<file path="src/design/wbuf_cfg_pkg.sv">
// store buffer sizing
// word width, physical address split and entry count shared by the
// core store port and the entry storage

package wbuf_cfg_pkg;

  ////////////////////
  // core word
  ////////////////////

  // one store is one 64-bit word with byte enables
  localparam int XLEN = 64;
  localparam int NUM_BYTES = XLEN / 8;
  // byte offset inside a word
  localparam int BYTE_OFF_W = $clog2(NUM_BYTES);

  ////////////////////
  // addressing
  ////////////////////

  localparam int PLEN = 32;
  // entries are keyed by word address, offset bits dropped
  localparam int WTAG_W = PLEN - BYTE_OFF_W;

  ////////////////////
  // buffer
  ////////////////////

  // fully associative, so every entry is compared on each store
  localparam int WBUF_DEPTH = 4;
  localparam int WBUF_PTR_W = $clog2(WBUF_DEPTH);

endpackage

</file>
<file path="src/design/wbuf_mem_pkg.sv">
// memory transaction definitions for the store buffer
// size codes, transaction ID sizing and the memory address view

package wbuf_mem_pkg;

  ////////////////////
  // transaction IDs
  ////////////////////

  // transactions in flight, each with its own ID
  localparam int MAX_TX = 2;
  localparam int TX_ID_W = $clog2(MAX_TX);

  ////////////////////
  // size codes
  ////////////////////

  // naturally aligned chunks only, the memory has no byte enables
  localparam int SIZE_W = 2;
  localparam logic [SIZE_W-1:0] SIZE_BYTE = 2'd0;
  localparam logic [SIZE_W-1:0] SIZE_HALF = 2'd1;
  localparam logic [SIZE_W-1:0] SIZE_WORD = 2'd2;
  localparam logic [SIZE_W-1:0] SIZE_DWORD = 2'd3;

  ////////////////////
  // address view
  ////////////////////

  // flat physical address, or word address plus byte offset
  typedef union packed {
    logic [wbuf_cfg_pkg::PLEN-1:0] flat;
    struct packed {
      logic [wbuf_cfg_pkg::WTAG_W-1:0] wtag;
      logic [wbuf_cfg_pkg::BYTE_OFF_W-1:0] off;
    } split;
  } mem_addr_u;

endpackage

</file>
<file path="src/design/wbuf_store.sv">
// store buffer entry storage
// word address, data and per-byte valid/dirty/tx-block bits per entry
// byte states: 000 free, 110 dirty, 101 in flight,
// 111 overwritten while in flight and sent again later

`timescale 1ns/1ps

module wbuf_store (
  input  logic                                                          clk_i,
  input  logic                                                          rst_i,
  // store write
  input  logic                                                          wr_en_i,
  input  logic [wbuf_cfg_pkg::WBUF_PTR_W-1:0]                           wr_ptr_i,
  input  logic [wbuf_cfg_pkg::WTAG_W-1:0]                               wr_wtag_i,
  input  logic [wbuf_cfg_pkg::NUM_BYTES-1:0]                            wr_be_i,
  input  logic [wbuf_cfg_pkg::XLEN-1:0]                                 wr_data_i,
  // transaction taken by memory
  input  logic                                                          sent_i,
  input  logic [wbuf_cfg_pkg::WBUF_PTR_W-1:0]                           sent_ptr_i,
  input  logic [wbuf_cfg_pkg::NUM_BYTES-1:0]                            sent_mask_i,
  // write response returned
  input  logic                                                          evict_i,
  input  logic [wbuf_cfg_pkg::WBUF_PTR_W-1:0]                           evict_ptr_i,
  input  logic [wbuf_cfg_pkg::NUM_BYTES-1:0]                            evict_mask_i,
  // entry state
  output logic [wbuf_cfg_pkg::WBUF_DEPTH-1:0]                           entry_valid_o,
  output logic [wbuf_cfg_pkg::WBUF_DEPTH-1:0][wbuf_cfg_pkg::WTAG_W-1:0] entry_wtag_o,
  output logic [wbuf_cfg_pkg::WBUF_DEPTH-1:0][wbuf_cfg_pkg::XLEN-1:0]   entry_data_o,
  output logic [wbuf_cfg_pkg::WBUF_DEPTH-1:0][wbuf_cfg_pkg::NUM_BYTES-1:0] sendable_o,
  output logic                                                          empty_o
);

  import wbuf_cfg_pkg::*;

  logic [WBUF_DEPTH-1:0][NUM_BYTES-1:0] valid_q;
  logic [WBUF_DEPTH-1:0][NUM_BYTES-1:0] dirty_q;
  logic [WBUF_DEPTH-1:0][NUM_BYTES-1:0] txblock_q;
  logic [WBUF_DEPTH-1:0][WTAG_W-1:0]    wtag_q;
  logic [WBUF_DEPTH-1:0][XLEN-1:0]      data_q;

  ////////////////////
  // state readout
  ////////////////////

  always_comb begin
    for (int k = 0; k < WBUF_DEPTH; k++) begin
      entry_valid_o[k] = |valid_q[k];
      // hold back the whole word while any byte is in flight
      // so two transactions to one word never overtake each other
      sendable_o[k] = (|txblock_q[k]) ? '0 : (dirty_q[k] & valid_q[k]);
    end
  end

  assign entry_wtag_o = wtag_q;
  assign entry_data_o = data_q;
  assign empty_o      = ~|entry_valid_o;

  ////////////////////
  // byte states
  ////////////////////

  // evict, sent, write in that order, so the write wins
  always_ff @(posedge clk_i) begin
    if (rst_i) begin
      valid_q   <= '0;
      dirty_q   <= '0;
      txblock_q <= '0;
    end else begin
      for (int b = 0; b < NUM_BYTES; b++) begin
        // response back, free the byte unless rewritten meanwhile
        if (evict_i && evict_mask_i[b]) begin
          txblock_q[evict_ptr_i][b] <= 1'b0;
          if (!dirty_q[evict_ptr_i][b]) begin
            valid_q[evict_ptr_i][b] <= 1'b0;
          end
        end
        // byte now in flight
        if (sent_i && sent_mask_i[b]) begin
          dirty_q[sent_ptr_i][b]   <= 1'b0;
          txblock_q[sent_ptr_i][b] <= 1'b1;
        end
        // new store data, tx-block is left alone
        if (wr_en_i && wr_be_i[b]) begin
          valid_q[wr_ptr_i][b] <= 1'b1;
          dirty_q[wr_ptr_i][b] <= 1'b1;
        end
      end
    end
  end

  ////////////////////
  // payload
  ////////////////////

  // on a hit the word address is rewritten with the same value
  always_ff @(posedge clk_i) begin
    if (wr_en_i) begin
      wtag_q[wr_ptr_i] <= wr_wtag_i;
      for (int b = 0; b < NUM_BYTES; b++) begin
        if (wr_be_i[b]) begin
          data_q[wr_ptr_i][b*8 +: 8] <= wr_data_i[b*8 +: 8];
        end
      end
    end
  end

endmodule

</file>
<file path="src/design/wbuf_tx_issue.sv">
// store buffer transaction issue
// round-robin pick of an entry with sendable bytes, then one naturally
// aligned 1/2/4/8 byte transaction from its lowest sendable byte

`timescale 1ns/1ps

module wbuf_tx_issue (
  input  logic                                                          clk_i,
  input  logic                                                          rst_i,
  input  logic [wbuf_cfg_pkg::WBUF_DEPTH-1:0][wbuf_cfg_pkg::NUM_BYTES-1:0] sendable_i,
  input  logic [wbuf_cfg_pkg::WBUF_DEPTH-1:0][wbuf_cfg_pkg::WTAG_W-1:0] entry_wtag_i,
  input  logic [wbuf_cfg_pkg::WBUF_DEPTH-1:0][wbuf_cfg_pkg::XLEN-1:0]   entry_data_i,
  input  logic                                                          slot_free_i,
  input  logic                                                          mem_ack_i,
  output logic                                                          mem_req_o,
  output logic [wbuf_cfg_pkg::PLEN-1:0]                                 mem_addr_o,
  output logic [wbuf_mem_pkg::SIZE_W-1:0]                               mem_size_o,
  output logic [wbuf_cfg_pkg::XLEN-1:0]                                 mem_wdata_o,
  output logic                                                          sent_o,
  output logic [wbuf_cfg_pkg::WBUF_PTR_W-1:0]                           sent_ptr_o,
  output logic [wbuf_cfg_pkg::NUM_BYTES-1:0]                            sent_mask_o
);

  import wbuf_cfg_pkg::*;
  import wbuf_mem_pkg::*;

  logic [WBUF_PTR_W-1:0] rr_q;
  logic [WBUF_PTR_W-1:0] arb_ptr;
  logic [WBUF_PTR_W-1:0] lock_ptr_q;
  logic [WBUF_PTR_W-1:0] ptr;
  logic                  lock_q;
  logic [NUM_BYTES-1:0]  bmask;
  logic [NUM_BYTES-1:0]  shifted;
  logic [NUM_BYTES-1:0]  chunk;
  logic [BYTE_OFF_W-1:0] off;
  logic [BYTE_OFF_W+2:0] bit_off;
  logic [XLEN-1:0]       data;
  mem_addr_u             addr;

  ////////////////////
  // entry arbitration
  ////////////////////

  // first entry with sendable bytes, starting at the round-robin pointer
  always_comb begin
    logic [WBUF_PTR_W-1:0] idx;
    logic                  found;
    arb_ptr = rr_q;
    found   = 1'b0;
    for (int i = 0; i < WBUF_DEPTH; i++) begin
      idx = rr_q + WBUF_PTR_W'(i);
      if (!found && (|sendable_i[idx])) begin
        found   = 1'b1;
        arb_ptr = idx;
      end
    end
  end

  // hold the choice while memory stalls
  assign ptr   = lock_q ? lock_ptr_q : arb_ptr;
  assign bmask = sendable_i[ptr];
  assign data  = entry_data_i[ptr];

  ////////////////////
  // offset and size
  ////////////////////

  // lowest sendable byte
  always_comb begin
    off = '0;
    for (int b = NUM_BYTES - 1; b >= 0; b--) begin
      if (bmask[b]) begin
        off = BYTE_OFF_W'(b);
      end
    end
  end

  // bit 0 of shifted is the offset byte itself
  assign shifted = bmask >> off;
  assign bit_off = {off, 3'b000};

  // largest aligned chunk fully made of sendable bytes
  always_comb begin
    if (&bmask) begin
      mem_size_o = SIZE_DWORD;
    end else if ((off[1:0] == 2'b00) && (&shifted[3:0])) begin
      mem_size_o = SIZE_WORD;
    end else if (!off[0] && (&shifted[1:0])) begin
      mem_size_o = SIZE_HALF;
    end else begin
      mem_size_o = SIZE_BYTE;
    end
  end

  // byte mask of the chunk, and its data replicated over the bus
  always_comb begin
    case (mem_size_o)
      SIZE_BYTE: begin
        chunk       = 8'h01;
        mem_wdata_o = {8{data[bit_off +: 8]}};
      end
      SIZE_HALF: begin
        chunk       = 8'h03;
        mem_wdata_o = {4{data[bit_off +: 16]}};
      end
      SIZE_WORD: begin
        chunk       = 8'h0f;
        mem_wdata_o = {2{data[bit_off +: 32]}};
      end
      default: begin
        chunk       = 8'hff;
        mem_wdata_o = data;
      end
    endcase
  end

  // word address plus offset, sent out flat
  always_comb begin
    addr.split.wtag = entry_wtag_i[ptr];
    addr.split.off  = off;
  end

  assign mem_addr_o = addr.flat;

  ////////////////////
  // handshake
  ////////////////////

  assign mem_req_o   = (|bmask) && slot_free_i;
  assign sent_o      = mem_req_o && mem_ack_i;
  assign sent_ptr_o  = ptr;
  assign sent_mask_o = chunk << off;

  // pointer moves past the served entry once the transaction is taken
  always_ff @(posedge clk_i) begin
    if (rst_i) begin
      rr_q   <= '0;
      lock_q <= 1'b0;
    end else if (sent_o) begin
      rr_q   <= ptr + 1'b1;
      lock_q <= 1'b0;
    end else if (mem_req_o) begin
      lock_q <= 1'b1;
    end
  end

  always_ff @(posedge clk_i) begin
    if (mem_req_o && !lock_q) begin
      lock_ptr_q <= arb_ptr;
    end
  end

endmodule

</file>
<file path="src/design/wbuf_tx_track.sv">
// store buffer transaction tracking
// one slot per transaction ID with entry pointer and byte mask, and a
// FIFO of returned IDs that drives one eviction per cycle

`timescale 1ns/1ps

module wbuf_tx_track (
  input  logic                                 clk_i,
  input  logic                                 rst_i,
  input  logic                                 sent_i,
  input  logic [wbuf_cfg_pkg::WBUF_PTR_W-1:0]  sent_ptr_i,
  input  logic [wbuf_cfg_pkg::NUM_BYTES-1:0]   sent_mask_i,
  input  logic                                 rsp_vld_i,
  input  logic [wbuf_mem_pkg::TX_ID_W-1:0]     rsp_id_i,
  output logic [wbuf_mem_pkg::TX_ID_W-1:0]     mem_id_o,
  output logic                                 slot_free_o,
  output logic                                 evict_o,
  output logic [wbuf_cfg_pkg::WBUF_PTR_W-1:0]  evict_ptr_o,
  output logic [wbuf_cfg_pkg::NUM_BYTES-1:0]   evict_mask_o
);

  import wbuf_cfg_pkg::*;
  import wbuf_mem_pkg::*;

  logic [MAX_TX-1:0]                  slot_vld_q;
  logic [MAX_TX-1:0][WBUF_PTR_W-1:0]  slot_ptr_q;
  logic [MAX_TX-1:0][NUM_BYTES-1:0]   slot_mask_q;
  // returned IDs, MAX_TX deep so it never overflows
  logic [MAX_TX-1:0][TX_ID_W-1:0]     fifo_q;
  logic [TX_ID_W-1:0]                 wr_idx_q;
  logic [TX_ID_W-1:0]                 rd_idx_q;
  logic [TX_ID_W:0]                   cnt_q;
  logic [TX_ID_W-1:0]                 rtrn_id;

  ////////////////////
  // ID allocation
  ////////////////////

  // lowest free ID
  always_comb begin
    mem_id_o = '0;
    for (int i = MAX_TX - 1; i >= 0; i--) begin
      if (!slot_vld_q[i]) begin
        mem_id_o = TX_ID_W'(i);
      end
    end
  end

  assign slot_free_o = ~&slot_vld_q;

  ////////////////////
  // returned IDs
  ////////////////////

  // registered head, so evict lags the response by one cycle
  assign evict_o      = (cnt_q != '0);
  assign rtrn_id      = fifo_q[rd_idx_q];
  assign evict_ptr_o  = slot_ptr_q[rtrn_id];
  assign evict_mask_o = slot_mask_q[rtrn_id];

  always_ff @(posedge clk_i) begin
    if (rst_i) begin
      wr_idx_q <= '0;
      rd_idx_q <= '0;
      cnt_q    <= '0;
    end else begin
      if (rsp_vld_i) begin
        wr_idx_q <= wr_idx_q + 1'b1;
      end
      // pop every cycle while not empty
      if (evict_o) begin
        rd_idx_q <= rd_idx_q + 1'b1;
      end
      case ({rsp_vld_i, evict_o})
        2'b10:   cnt_q <= cnt_q + 1'b1;
        2'b01:   cnt_q <= cnt_q - 1'b1;
        default: cnt_q <= cnt_q;
      endcase
    end
  end

  always_ff @(posedge clk_i) begin
    if (rsp_vld_i) begin
      fifo_q[wr_idx_q] <= rsp_id_i;
    end
  end

  ////////////////////
  // slot table
  ////////////////////

  // evicted slot is still busy this cycle, so alloc never picks it
  always_ff @(posedge clk_i) begin
    if (rst_i) begin
      slot_vld_q <= '0;
    end else begin
      if (evict_o) begin
        slot_vld_q[rtrn_id] <= 1'b0;
      end
      if (sent_i) begin
        slot_vld_q[mem_id_o] <= 1'b1;
      end
    end
  end

  always_ff @(posedge clk_i) begin
    if (sent_i) begin
      slot_ptr_q[mem_id_o]  <= sent_ptr_i;
      slot_mask_q[mem_id_o] <= sent_mask_i;
    end
  end

endmodule

</file>
<file path="src/design/wbuf_write_port.sv">
// store buffer input side
// matches an incoming store against live entries, picks the target
// entry (hit first, else lowest free one) and grants the store

`timescale 1ns/1ps

module wbuf_write_port (
  input  logic                                                      req_i,
  input  logic [wbuf_cfg_pkg::PLEN-1:0]                             addr_i,
  input  logic [wbuf_cfg_pkg::NUM_BYTES-1:0]                        be_i,
  input  logic [wbuf_cfg_pkg::XLEN-1:0]                             wdata_i,
  input  logic [wbuf_cfg_pkg::WBUF_DEPTH-1:0]                       entry_valid_i,
  input  logic [wbuf_cfg_pkg::WBUF_DEPTH-1:0][wbuf_cfg_pkg::WTAG_W-1:0] entry_wtag_i,
  output logic                                                      gnt_o,
  output logic                                                      wr_en_o,
  output logic [wbuf_cfg_pkg::WBUF_PTR_W-1:0]                       wr_ptr_o,
  output logic [wbuf_cfg_pkg::WTAG_W-1:0]                           wr_wtag_o,
  output logic [wbuf_cfg_pkg::NUM_BYTES-1:0]                        wr_be_o,
  output logic [wbuf_cfg_pkg::XLEN-1:0]                             wr_data_o
);

  import wbuf_cfg_pkg::*;

  logic [WTAG_W-1:0]     req_wtag;
  logic [WBUF_DEPTH-1:0] hit;
  logic [WBUF_PTR_W-1:0] hit_ptr;
  logic [WBUF_PTR_W-1:0] free_ptr;
  logic                  full;

  // word address of the store
  assign req_wtag = addr_i[PLEN-1:BYTE_OFF_W];

  // at most one live entry holds a given word
  always_comb begin
    for (int k = 0; k < WBUF_DEPTH; k++) begin
      hit[k] = entry_valid_i[k] && (entry_wtag_i[k] == req_wtag);
    end
  end

  // lowest hit and lowest free entry, scanned downwards
  always_comb begin
    hit_ptr  = '0;
    free_ptr = '0;
    for (int k = WBUF_DEPTH - 1; k >= 0; k--) begin
      if (hit[k]) begin
        hit_ptr = WBUF_PTR_W'(k);
      end
      if (!entry_valid_i[k]) begin
        free_ptr = WBUF_PTR_W'(k);
      end
    end
  end

  assign full = &entry_valid_i;

  // a hit coalesces even when every entry is taken
  assign gnt_o     = req_i && ((|hit) || !full);
  assign wr_en_o   = gnt_o;
  assign wr_ptr_o  = (|hit) ? hit_ptr : free_ptr;
  assign wr_wtag_o = req_wtag;
  assign wr_be_o   = be_i;
  assign wr_data_o = wdata_i;

endmodule

</file>
<file path="src/design/wbuffer_top.sv">
// coalescing store buffer for a write-through data cache
// merges byte-enabled stores per word and drains dirty bytes to memory
// as aligned transactions, up to two in flight

`timescale 1ns/1ps

module wbuffer_top (
  input  logic                                clk_i,
  input  logic                                rst_i,
  // core store port
  input  logic                                req_i,
  input  logic [wbuf_cfg_pkg::PLEN-1:0]       addr_i,
  input  logic [wbuf_cfg_pkg::NUM_BYTES-1:0]  be_i,
  input  logic [wbuf_cfg_pkg::XLEN-1:0]       wdata_i,
  output logic                                gnt_o,
  // memory request
  output logic                                mem_req_o,
  input  logic                                mem_ack_i,
  output logic [wbuf_cfg_pkg::PLEN-1:0]       mem_addr_o,
  output logic [wbuf_mem_pkg::SIZE_W-1:0]     mem_size_o,
  output logic [wbuf_cfg_pkg::XLEN-1:0]       mem_wdata_o,
  output logic [wbuf_mem_pkg::TX_ID_W-1:0]    mem_id_o,
  // memory response
  input  logic                                rsp_vld_i,
  input  logic [wbuf_mem_pkg::TX_ID_W-1:0]    rsp_id_i,
  output logic                                empty_o
);

  import wbuf_cfg_pkg::*;

  logic [WBUF_DEPTH-1:0]                entry_valid;
  logic [WBUF_DEPTH-1:0][WTAG_W-1:0]    entry_wtag;
  logic [WBUF_DEPTH-1:0][XLEN-1:0]      entry_data;
  logic [WBUF_DEPTH-1:0][NUM_BYTES-1:0] sendable;
  logic                                 wr_en;
  logic [WBUF_PTR_W-1:0]                wr_ptr;
  logic [WTAG_W-1:0]                    wr_wtag;
  logic [NUM_BYTES-1:0]                 wr_be;
  logic [XLEN-1:0]                      wr_data;
  logic                                 sent;
  logic [WBUF_PTR_W-1:0]                sent_ptr;
  logic [NUM_BYTES-1:0]                 sent_mask;
  logic                                 slot_free;
  logic                                 evict;
  logic [WBUF_PTR_W-1:0]                evict_ptr;
  logic [NUM_BYTES-1:0]                 evict_mask;

  wbuf_write_port wbuf_write_port_i (
    .req_i         (req_i),
    .addr_i        (addr_i),
    .be_i          (be_i),
    .wdata_i       (wdata_i),
    .entry_valid_i (entry_valid),
    .entry_wtag_i  (entry_wtag),
    .gnt_o         (gnt_o),
    .wr_en_o       (wr_en),
    .wr_ptr_o      (wr_ptr),
    .wr_wtag_o     (wr_wtag),
    .wr_be_o       (wr_be),
    .wr_data_o     (wr_data)
  );

  wbuf_store wbuf_store_i (
    .clk_i         (clk_i),
    .rst_i         (rst_i),
    .wr_en_i       (wr_en),
    .wr_ptr_i      (wr_ptr),
    .wr_wtag_i     (wr_wtag),
    .wr_be_i       (wr_be),
    .wr_data_i     (wr_data),
    .sent_i        (sent),
    .sent_ptr_i    (sent_ptr),
    .sent_mask_i   (sent_mask),
    .evict_i       (evict),
    .evict_ptr_i   (evict_ptr),
    .evict_mask_i  (evict_mask),
    .entry_valid_o (entry_valid),
    .entry_wtag_o  (entry_wtag),
    .entry_data_o  (entry_data),
    .sendable_o    (sendable),
    .empty_o       (empty_o)
  );

  wbuf_tx_issue wbuf_tx_issue_i (
    .clk_i         (clk_i),
    .rst_i         (rst_i),
    .sendable_i    (sendable),
    .entry_wtag_i  (entry_wtag),
    .entry_data_i  (entry_data),
    .slot_free_i   (slot_free),
    .mem_ack_i     (mem_ack_i),
    .mem_req_o     (mem_req_o),
    .mem_addr_o    (mem_addr_o),
    .mem_size_o    (mem_size_o),
    .mem_wdata_o   (mem_wdata_o),
    .sent_o        (sent),
    .sent_ptr_o    (sent_ptr),
    .sent_mask_o   (sent_mask)
  );

  wbuf_tx_track wbuf_tx_track_i (
    .clk_i         (clk_i),
    .rst_i         (rst_i),
    .sent_i        (sent),
    .sent_ptr_i    (sent_ptr),
    .sent_mask_i   (sent_mask),
    .rsp_vld_i     (rsp_vld_i),
    .rsp_id_i      (rsp_id_i),
    .mem_id_o      (mem_id_o),
    .slot_free_o   (slot_free),
    .evict_o       (evict),
    .evict_ptr_o   (evict_ptr),
    .evict_mask_o  (evict_mask)
  );

endmodule

</file>
<file path="config.mk">
export PLATFORM = sky130hd
export DESIGN_NAME = wbuffer_top
export DESIGN_NICKNAME = d
export VERILOG_FILES = /design/src/design/wbuf_cfg_pkg.sv /design/src/design/wbuf_mem_pkg.sv /design/src/design/wbuf_store.sv /design/src/design/wbuf_tx_issue.sv /design/src/design/wbuf_tx_track.sv /design/src/design/wbuf_write_port.sv /design/src/design/wbuffer_top.sv
export SDC_FILE = /design/constraint.sdc
export NUM_CORES = 1
export LEC_CHECK = 0
export BUFFER_PORTS_ARGS = -buffer_cell sky130_fd_sc_hd__buf_2
export CORE_MARGIN = 2
export CORE_UTILIZATION = 45
export CTS_BUF_LIST = sky130_fd_sc_hd__clkbuf_4 sky130_fd_sc_hd__clkbuf_8
export CTS_CLUSTER_SIZE = 14
export DETAILED_ROUTE_END_ITERATION = 8
export HOLD_SLACK_MARGIN = 0.15
export SYNTH_ARGS = -nofsm -noshare
export SYNTH_HDL_FRONTEND = slang
export SYNTH_SLANG_ARGS = --single-unit
</file>
<file path="constraint.sdc">
create_clock -name clk_i -period 5.26 [get_ports clk_i]
set_input_delay 0.263 -clock clk_i [delete_from_list [all_inputs] [get_ports clk_i]]
set_output_delay 0.263 -clock clk_i [all_outputs]
set_load 0.005 [all_outputs]
</file>
Word-level counts from Yosys, hierarchy flattened. Cells that the tools add are included.

Register bits: 501. Input bits: 110. Output and inout bits: 102. Word-level logic and storage cells: 484.

Add/sub/neg operators: 8. Order comparisons: 17. Eq/ne operators: 8. Shifts and indexed selects: 5. Multiplexer cells: 265. Bitwise logic cells: 71. Reduce and logical (&&, ||, !) cells: 77.

Operators by type and width (number): 256-bit two-way mux (15); 32-bit two-way mux (102); 256-bit bitwise mux (8); 64-bit demux with 2-bit select (8); 32-bit bitwise AND (24); 32-bit bitwise OR (24); 32-bit NOT (16); 8-bit demux with 2-bit select (24); 64-bit one-hot mux with 3 select lines (1); 8-bit two-way mux (17); 64-bit binary-select mux with 2-bit select (1); 64-bit two-way mux (2); 116-bit bitwise mux (1); 29-bit equality test (4); 8-bit OR reduction (13); 8-bit binary-select mux with 2-bit select (6); 64-bit by 7-bit indexed part select with 16-bit output (1); 64-bit by 7-bit indexed part select with 32-bit output (1); 64-bit by 7-bit indexed part select with 8-bit output (1); 29-bit binary-select mux with 2-bit select (1); 29-bit demux with 2-bit select (1); 29-bit two-way mux (2); 56-bit two-way mux (1); 2-bit two-way mux (24); 45 further kinds (153).

Longest topological paths before layout. Gate-level depths: netlist of run 1.

Depth after elaboration: 82. Gate-level depth with buffers: 19. Depth with buffers taken out: 14.

Cells and area by module. A second synthesis of run 1 with hierarchy kept.

Cell total of the unflattened synthesis: 2386. Area, all modules: 25892.3 um^2.

Modules (own cells, without submodules): wbuf_store (instances 1, cells an instance 919, area each 15603.7 um^2, sequential area each 13092.6 um^2); wbuf_tx_issue (instances 1, cells an instance 1129, area each 7106.8 um^2, sequential area each 120.1 um^2); wbuf_write_port (instances 1, cells an instance 271, area each 2103.3 um^2, sequential area each 0.0 um^2); wbuf_tx_track (instances 1, cells an instance 67, area each 1078.5 um^2, sequential area each 780.7 um^2).

Least setup slack after synthesis of run 1. OpenSTA, ideal clock, no wires.

Kind: register to output. Start point: register wbuf_store_i.dirty_q[4] (netlist bit). End point: output mem_wdata_o[23] (netlist bit). Arrival: 4.049 ns. Data required time: 4.997 ns. Slack: 0.948 ns. Cell stages (with the launch flop): 17. Path buffers: 2. Cell sequence: dfxtp_1 > a22o_1 > or4_1 > buf_2 > nand3b_1 > a21oi_2 > o41ai_4 > inv_2 > buf_2 > a2111oi_4 > o31ai_1 > a31oi_4 > inv_2 > mux2_1 > mux4_2 > a22oi_2 > o21ai_1.

Cells in the longest elaborated chain, start to end: 34. Elaborated cells on any way between the ends: 57. Classes of those cells: eq/ne (2); shift (4); mux (32); bitwise (1); reduce/logical (18).

RTL lines: start: declaration (line wbuf_store.sv:36) `logic [WBUF_DEPTH-1:0][NUM_BYTES-1:0] dirty_q;`; start signal: assignment (line wbuf_store.sv:66) `dirty_q <= '0;`; start signal: indexed assignment (line wbuf_store.sv:79) `dirty_q[sent_ptr_i][b] <= 1'b0;`; start signal: indexed assignment (line wbuf_store.sv:85) `dirty_q[wr_ptr_i][b] <= 1'b1;`; 8-bit bitwise AND (*) (line wbuf_store.sv:50) `sendable_o[k] = (|txblock_q[k]) ? '0 : (dirty_q[k] & valid_q[k]);`; 8-bit two-way mux (*) (line wbuf_store.sv:50); 8-bit binary-select mux with 2-bit select (line wbuf_tx_issue.sv:52) `if (!found && (|sendable_i[idx])) begin`; 8-bit two-way mux (not written as such) (line wbuf_tx_issue.sv:52); 8-bit OR reduction (line wbuf_tx_issue.sv:52); 1-bit two-way mux (line wbuf_tx_issue.sv:52); 1-bit zero test (line wbuf_tx_issue.sv:52); 1-bit logical AND (line wbuf_tx_issue.sv:52); (+18 left out); 8-bit by 3-bit >> shifter with 4-bit output (line wbuf_tx_issue.sv:79) `assign shifted = bmask >> off;`; 2-bit AND reduction (line wbuf_tx_issue.sv:88) `end else if (!off[0] && (&shifted[1:0])) begin`; 1-bit logical AND (line wbuf_tx_issue.sv:88); 1-bit two-way mux (line wbuf_tx_issue.sv:88); 2-bit two-way mux (line wbuf_tx_issue.sv:86) `end else if ((off[1:0] == 2'b00) && (&shifted[3:0])) begin`; 2-bit two-way mux (line wbuf_tx_issue.sv:84) `if (&bmask) begin`; 2-bit equality test (tied with other cells) (line wbuf_tx_issue.sv:97) `case (mem_size_o)`; 64-bit one-hot mux with 3 select lines (*) (line wbuf_tx_issue.sv:97); end: declaration (line wbuffer_top.sv:21) `output logic [wbuf_cfg_pkg::XLEN-1:0] mem_wdata_o,`.

Every way passes the cells marked *; elsewhere a longest branch is shown, timed or not. The select of a mux whose other input is x is not followed.

Worst setup path after layout of run 1.
Start point: register wbuf_store_i.dirty_q[6] (netlist bit). End point: output mem_wdata_o[43] (netlist bit).

The elaborated chain is that of the path after synthesis.

==> run metrics, run 1 <==
run status=finished, violations left; failing checks=setup timing; reg2reg setup slack=0.56 ns; worst rel slew slack=26.4%; Distinct cells, synth=97; endpoints failing setup=11; WHS Path Cells=4; R2R depth=16; GR Overflow Total=0; chip width=245 microns; GPL Wtd Cong=0.975; Post-Syn Area per Cell=10.7 sq um; Clock Latency Late Sink=0.71 ns; min cycle time layout=between 5 and 6 ns; die outline height=245 microns; register area share after synthesis=between 50% and 60%; CTS tree=built; Root Buffer Master=clkbuf_8; via/cell ratio=6.09; # rows=88; Routed Antenna Nets=0; Cells after Synth=about 2500; DRT iter0 DRCs=~2300; Sum Neg Setup Slack=-0.362 ns; Synth Flop Type=edfxtp_1; CP Capture Type=primary output; IO buf count=208; setup ws final=-0.0988 ns; # IOs=212; Critical R2R Launch=wbuf_store_i.dirty_q[6]; Max Freq=187 MHz; unrepaired setup endpoints after global routing=yes; yosys warns=0; Layout Cells excl Fill=3848; Commonest cells post-synth=nand2_1, edfxtp_1, mux2i_1; post-synthesis mux area share=8.92%; largest net degree at the start of global routing=78; XOR/XNOR share of the synthesized area=4.01%; starting density of the core=45.5%; Req. time, crit path=approximately 5.0 ns; dpl cell area=0.0295 sq mm; Worst Path Arrival=5.10 ns; Max Cap Viol=0; total vias in the final route=23435; Layout Skew=0.0527 ns; CP Class=flip-flop to primary output; EDFF count, synth=396; flip-flop and latch count after synthesis=501; Compound-Gate Fraction of Synth Area=16.4%; vias in the first global route=22409; crit-path max FO=8; NumNets Final=about 3100; clk sink count=501; final wirelength=105000 microns; post-route cell area=0.0337 sq mm; reg2reg end=wbuf_store_i.dirty_q[27]; die area=0.0602 sq mm; top area cells in the synthesized netlist=edfxtp_1, dfxtp_1, mux2i_1; Clock Path Buffers=3; DP Cell Count=3515; adder-cell area share of the yosys netlist=0.239%; initial antenna violation count=3; clock buffer count from CTS=85; Wirelength per Cell=27.3 microns; gr usage total=33.8%; Startpoint Class=flip-flop; period utilization=102%; Synth Area in Simple Gates=about 14%; clk slew on worst S/H paths=0.06 ns; worst slew pin tran=1.10 ns; layout cells sized above 1=a little over a quarter; pre-CTS setup slack=-0.0176 ns; Worst Hold End=wbuf_store_i.entry_wtag_o[91]; Slew Limit Fails=0; Synth area leader=edfxtp_1; Post-Syn Area=0.0262 sq mm; Synthesized Nets=about 2600; count leader, synth=nand2_1; async set-reset flop share out of synthesis=0%; post-DP HPWL=74900 microns; placeable core area=0.0577 sq mm; area delta synth->final=28.5%; Post-route DRC=0; global-route wire length before repair=~150000 microns; Final Hold Viols=0; final-layout fill cell count=around 5000; HP Start=req_i; largest family of logic cells by synthesized area=compound AO/OA/AOI/OAI gates; htree depth=3; Synth top area share=45.3%; Hold Crit Class=input pin to flip-flop; DR pass1 iterations=5
==> registers in the layout (all words and copies together), names as in the netlist, 4 cells and up <==
name,cells
wbuf_store_i.entry_data_o,256
wbuf_store_i.entry_wtag_o,116
wbuf_store_i.dirty_q,32
wbuf_store_i.txblock_q,32
wbuf_store_i.valid_q,32
wbuf_tx_track_i.slot_mask_q,16
wbuf_tx_track_i.slot_ptr_q,4
==> metrics by stage <==
step	hold slack [ns]	utilization (%)
floorplan	0.362	-
global placement	0.452	51.1
detailed placement	0.458	51.1
CTS	0.219	57.1
global route	0.275	58.4
finish	0.276	58.4
==> cells in the final DEF, fill, tap and decap left out, types with 16 or more instances in the layout <==
master         instances
a21oi_1              135
a221oi_1              44
a31oi_1               38
and3_1                42
buf_12                17
buf_2                207
buf_4                259
clkbuf_4              29
clkbuf_8              86
clkinv_1              16
dfxtp_1               88
dlygate4sd3_1        108
edfxtp_1             396
inv_1                 45
mux2_2                37
mux2i_1              156
nand2_1              400
nand3_1               69
nand4_1               28
nor2_1               102
nor3_1                22
nor4_1                30
o211ai_1              31
o21ai_0              117
o2bb2ai_1             42
xnor2_1               52
xor2_1                68
==> how the worst max path moves through the flow <==
| stage | to | depth (start not counted) | startpoint |
|---|---|---|---|
| 2_1_floorplan | mem_wdata_o[23] | 16 | wbuf_store_i.dirty_q[4] |
| 5_1_grt | mem_wdata_o[55] | 18 | wbuf_store_i.dirty_q[5] |
| 3_3_place_gp | mem_wdata_o[61] | 16 | wbuf_store_i.txblock_q[5] |
| 3_5_place_dp | mem_wdata_o[61] | 17 | wbuf_store_i.txblock_q[29] |
| 4_1_cts | mem_wdata_o[55] | 15 | wbuf_store_i.dirty_q[2] |
| 6_report | mem_wdata_o[43] | 17 | wbuf_store_i.dirty_q[6] |
==> area by class of cell <==
type / count / area (sq um) / share of cell area (%)
sequential: 501 / 14000 / 41.6
timing repair buffer: 613 / 4760 / 14.1
multi-input combinational: 1763 / 12100 / 35.9
clock inverter: 35 / 219 / 0.650
inverter: 53 / 225 / 0.669
tap: 765 / 957 / 2.84
clock buffer: 115 / 1400 / 4.16
antenna: 3 / 7.51 / 0.0223
==> critical path: stages (launching register included) <==
cell and delay [ns]:
dfxtp_2 0.34, a22o_1 0.27, or4_4 0.60, buf_4 0.17, nand3_2 0.10, o311a_4 0.23
a21oi_2 0.08, buf_4 0.15, o21a_1 0.19, o41a_1 0.50, inv_2 0.17, buf_12 0.15
mux2i_2 0.21, mux2i_2 0.11, a221o_1 0.43, and2_4 0.18, a221o_1 0.35, buf_2 0.17
==> timing repair <==
action / 4_1_cts / 5_1_grt
setup endpoints to repair: 65 / 60
pin swaps: 26 / 27
gates cloned: 2 / 4
setup buffers: 34 / 34
endpoints found under the hold margin: 468 / 0
hold buffers: 108 / 0
resized for setup: 93 / 81
==> layer usage <==
layer  vias up  wire, microns  GRT usage [%]
li1      10457              -              -
met1     11630          44700           47.6
met2      1115          47800           53.1
met3       231           8370           5.06
met4         2           4210           12.2
met5         -             13              0
==> cells by family after synthesis <==
| family | after synthesis |
|---|---|
| flops | 501 |
| simple gates | 799 |
| compound gates | 622 |
| buf+inv | 198 |
| mux | 217 |
| fa+ha+maj | 5 |
| xor+xnor | 120 |
Power of run 1 is not shown: default switching activity piles up to over one toggle a cycle in this logic, so the estimate is an artifact.
==> run 2, diff against run 1 <==
CTS_BUF_LIST = sky130_fd_sc_hd__clkbuf_8 sky130_fd_sc_hd__clkbuf_16   (was sky130_fd_sc_hd__clkbuf_4 sky130_fd_sc_hd__clkbuf_8)
SETUP_SLACK_MARGIN = 0.05   (was unset)
SLEW_MARGIN = 20   (was unset)
==> run metrics, run 2 (synthesis results as in run 1) <==
worst slew pin tran=1.11 ns; gr usage total=33.4%; global routing usage on met3=4.81%; global-route wire length before repair=148000 microns; Clock Latency Late Sink=around 0.63 ns; pre-CTS setup slack=-0.0176 ns; period utilization=99.3%; IO buf count=208; placeable core area=0.0577 sq mm; die area=0.0602 sq mm; chip width=245 microns; Post-route DRC=0; min cycle time layout=5.22 ns; Max Freq=191 MHz; Wirelength per Cell=27.6 microns; run status=completed; GPL Wtd Cong=0.975; setup ws final=0.0365 ns; unrepaired setup endpoints after global routing=yes; area delta synth->final=29.4%; starting density of the core=between 40% and 50%; NumNets Final=3098; total vias in the final route=23365; Final Hold Viols=0; commonest non-fill, non-tap cell in the layout=nand2_1; M2 GR Usage=approximately 53%; CP Capture Type=primary output; DR pass1 iterations=7; Routed Antenna Nets=0; clk slew on worst S/H paths=roughly 0.060 ns; worst rel slew slack=25.7%; initial antenna violation count=0; clk sink count=501; post-DP HPWL=74900 microns; Worst Path Arrival=~5.0 ns; crit-path max FO=6; grt peak-use layer=met2; Req. time, crit path=approximately 5 ns; # IOs=212; final wirelength=105000 microns; Clock Path Buffers=3; CTS tree=built; CP Class=flip-flop to primary output; htree depth=2; # rows=88; via/cell ratio=just over 6; most frequent cells in the layout=nand2_1, edfxtp_1, buf_4; vias in the first global route=22009; layout cells sized above 1=25.9%; met1 usage=47.3%; Max Cap Viol=0; Root Buffer Master=clkbuf_16; clock buffer count from CTS=55; GR Overflow Total=0; endpoints failing setup=0; DRT iter0 DRCs=~2400; die outline height=245 microns; Hold Crit Class=input pin to flip-flop; Layout Skew=0.0401 ns; largest net degree at the start of global routing=78; Slew Limit Fails=0; Largest register FFs=256; Startpoint Class=flip-flop; ant diodes=0
run 2: worst paths after layout:
check	depth (start not counted)	slack (ns)	from	to
min	4	0.25	mem_ack_i	wbuf_store_i.dirty_q[0]
min reg2reg	2	0.48	wbuf_store_i.txblock_q[7]	wbuf_store_i.txblock_q[7]
max	17	0.04	wbuf_store_i.dirty_q[6]	mem_wdata_o[45]
max reg2reg	21	0.47	wbuf_store_i.dirty_q[6]	wbuf_store_i.dirty_q[27]
run 2: metrics by stage:
step	instances	setup TNS, ns	cell area (sq um)	hold WS [ns]	util (%)
2_1_floorplan	2462	0	26200	0.362	-
3_3_place_gp	3515	0	29500	0.452	51.1
3_5_place_dp	3515	-0.0176	29500	0.458	51.1
4_1_cts	3752	0	32900	0.203	57.0
5_1_grt	3793	-0.643	33900	0.244	58.8
6_report	3793	0	33900	0.250	58.8
run 2: critical path: stages, from the launching register on:
cell	delay, ns
dfxtp_1	0.35
a22o_1	0.28
or4_4	0.58
o2111ai_4	0.13
o311a_4	0.26
a21oi_2	0.08
buf_4	0.15
o21a_1	0.20
o41a_1	0.44
buf_6	0.17
inv_8	0.10
buf_12	0.14
mux2i_4	0.24
mux2i_4	0.09
a221o_1	0.40
and2_4	0.21
a221o_1	0.33
buf_2	0.16
run 2: area by class of cell:
| type | instances | area [sq um] |
|---|---|---|
| Timing Repair Buffer | 608 | 4780 |
| Sequential cell | 501 | 14000 |
| Clock inverter | 46 | 348 |
| Clock buffer | 56 | 1390 |
| Fill cell | 4924 | 23800 |
| Timing Repair inverter | 1 | 6.26 |
| Multi-Input combinational cell | 1763 | 12200 |
| Tap cell | 765 | 957 |
| Inverter | 53 | 240 |
run 2: metal layers:
| metal | up-vias | part of all wire [%] | routed length [microns] |
|---|---|---|---|
| met5 | - | 0 | 0 |
| met4 | 0 | 3.4 | 3510 |
| met3 | 197 | 8.2 | 8530 |
| met2 | 1138 | 46 | 48100 |
| met1 | 11648 | 42 | 44400 |
| li1 | 10382 | - | - |
run 2: what timing repair did:
item | 4_1_cts | 5_1_grt
resized for setup | 73 | 142
hold endpoints to repair | 456 | 0
cloned | 2 | 6
buffers inserted | 29 | 35
hold buffers | 105 | 0
endpoints found under the setup margin | 65 | 59
pin swaps | 21 | 37
Power of run 2 is left out for the same reason.
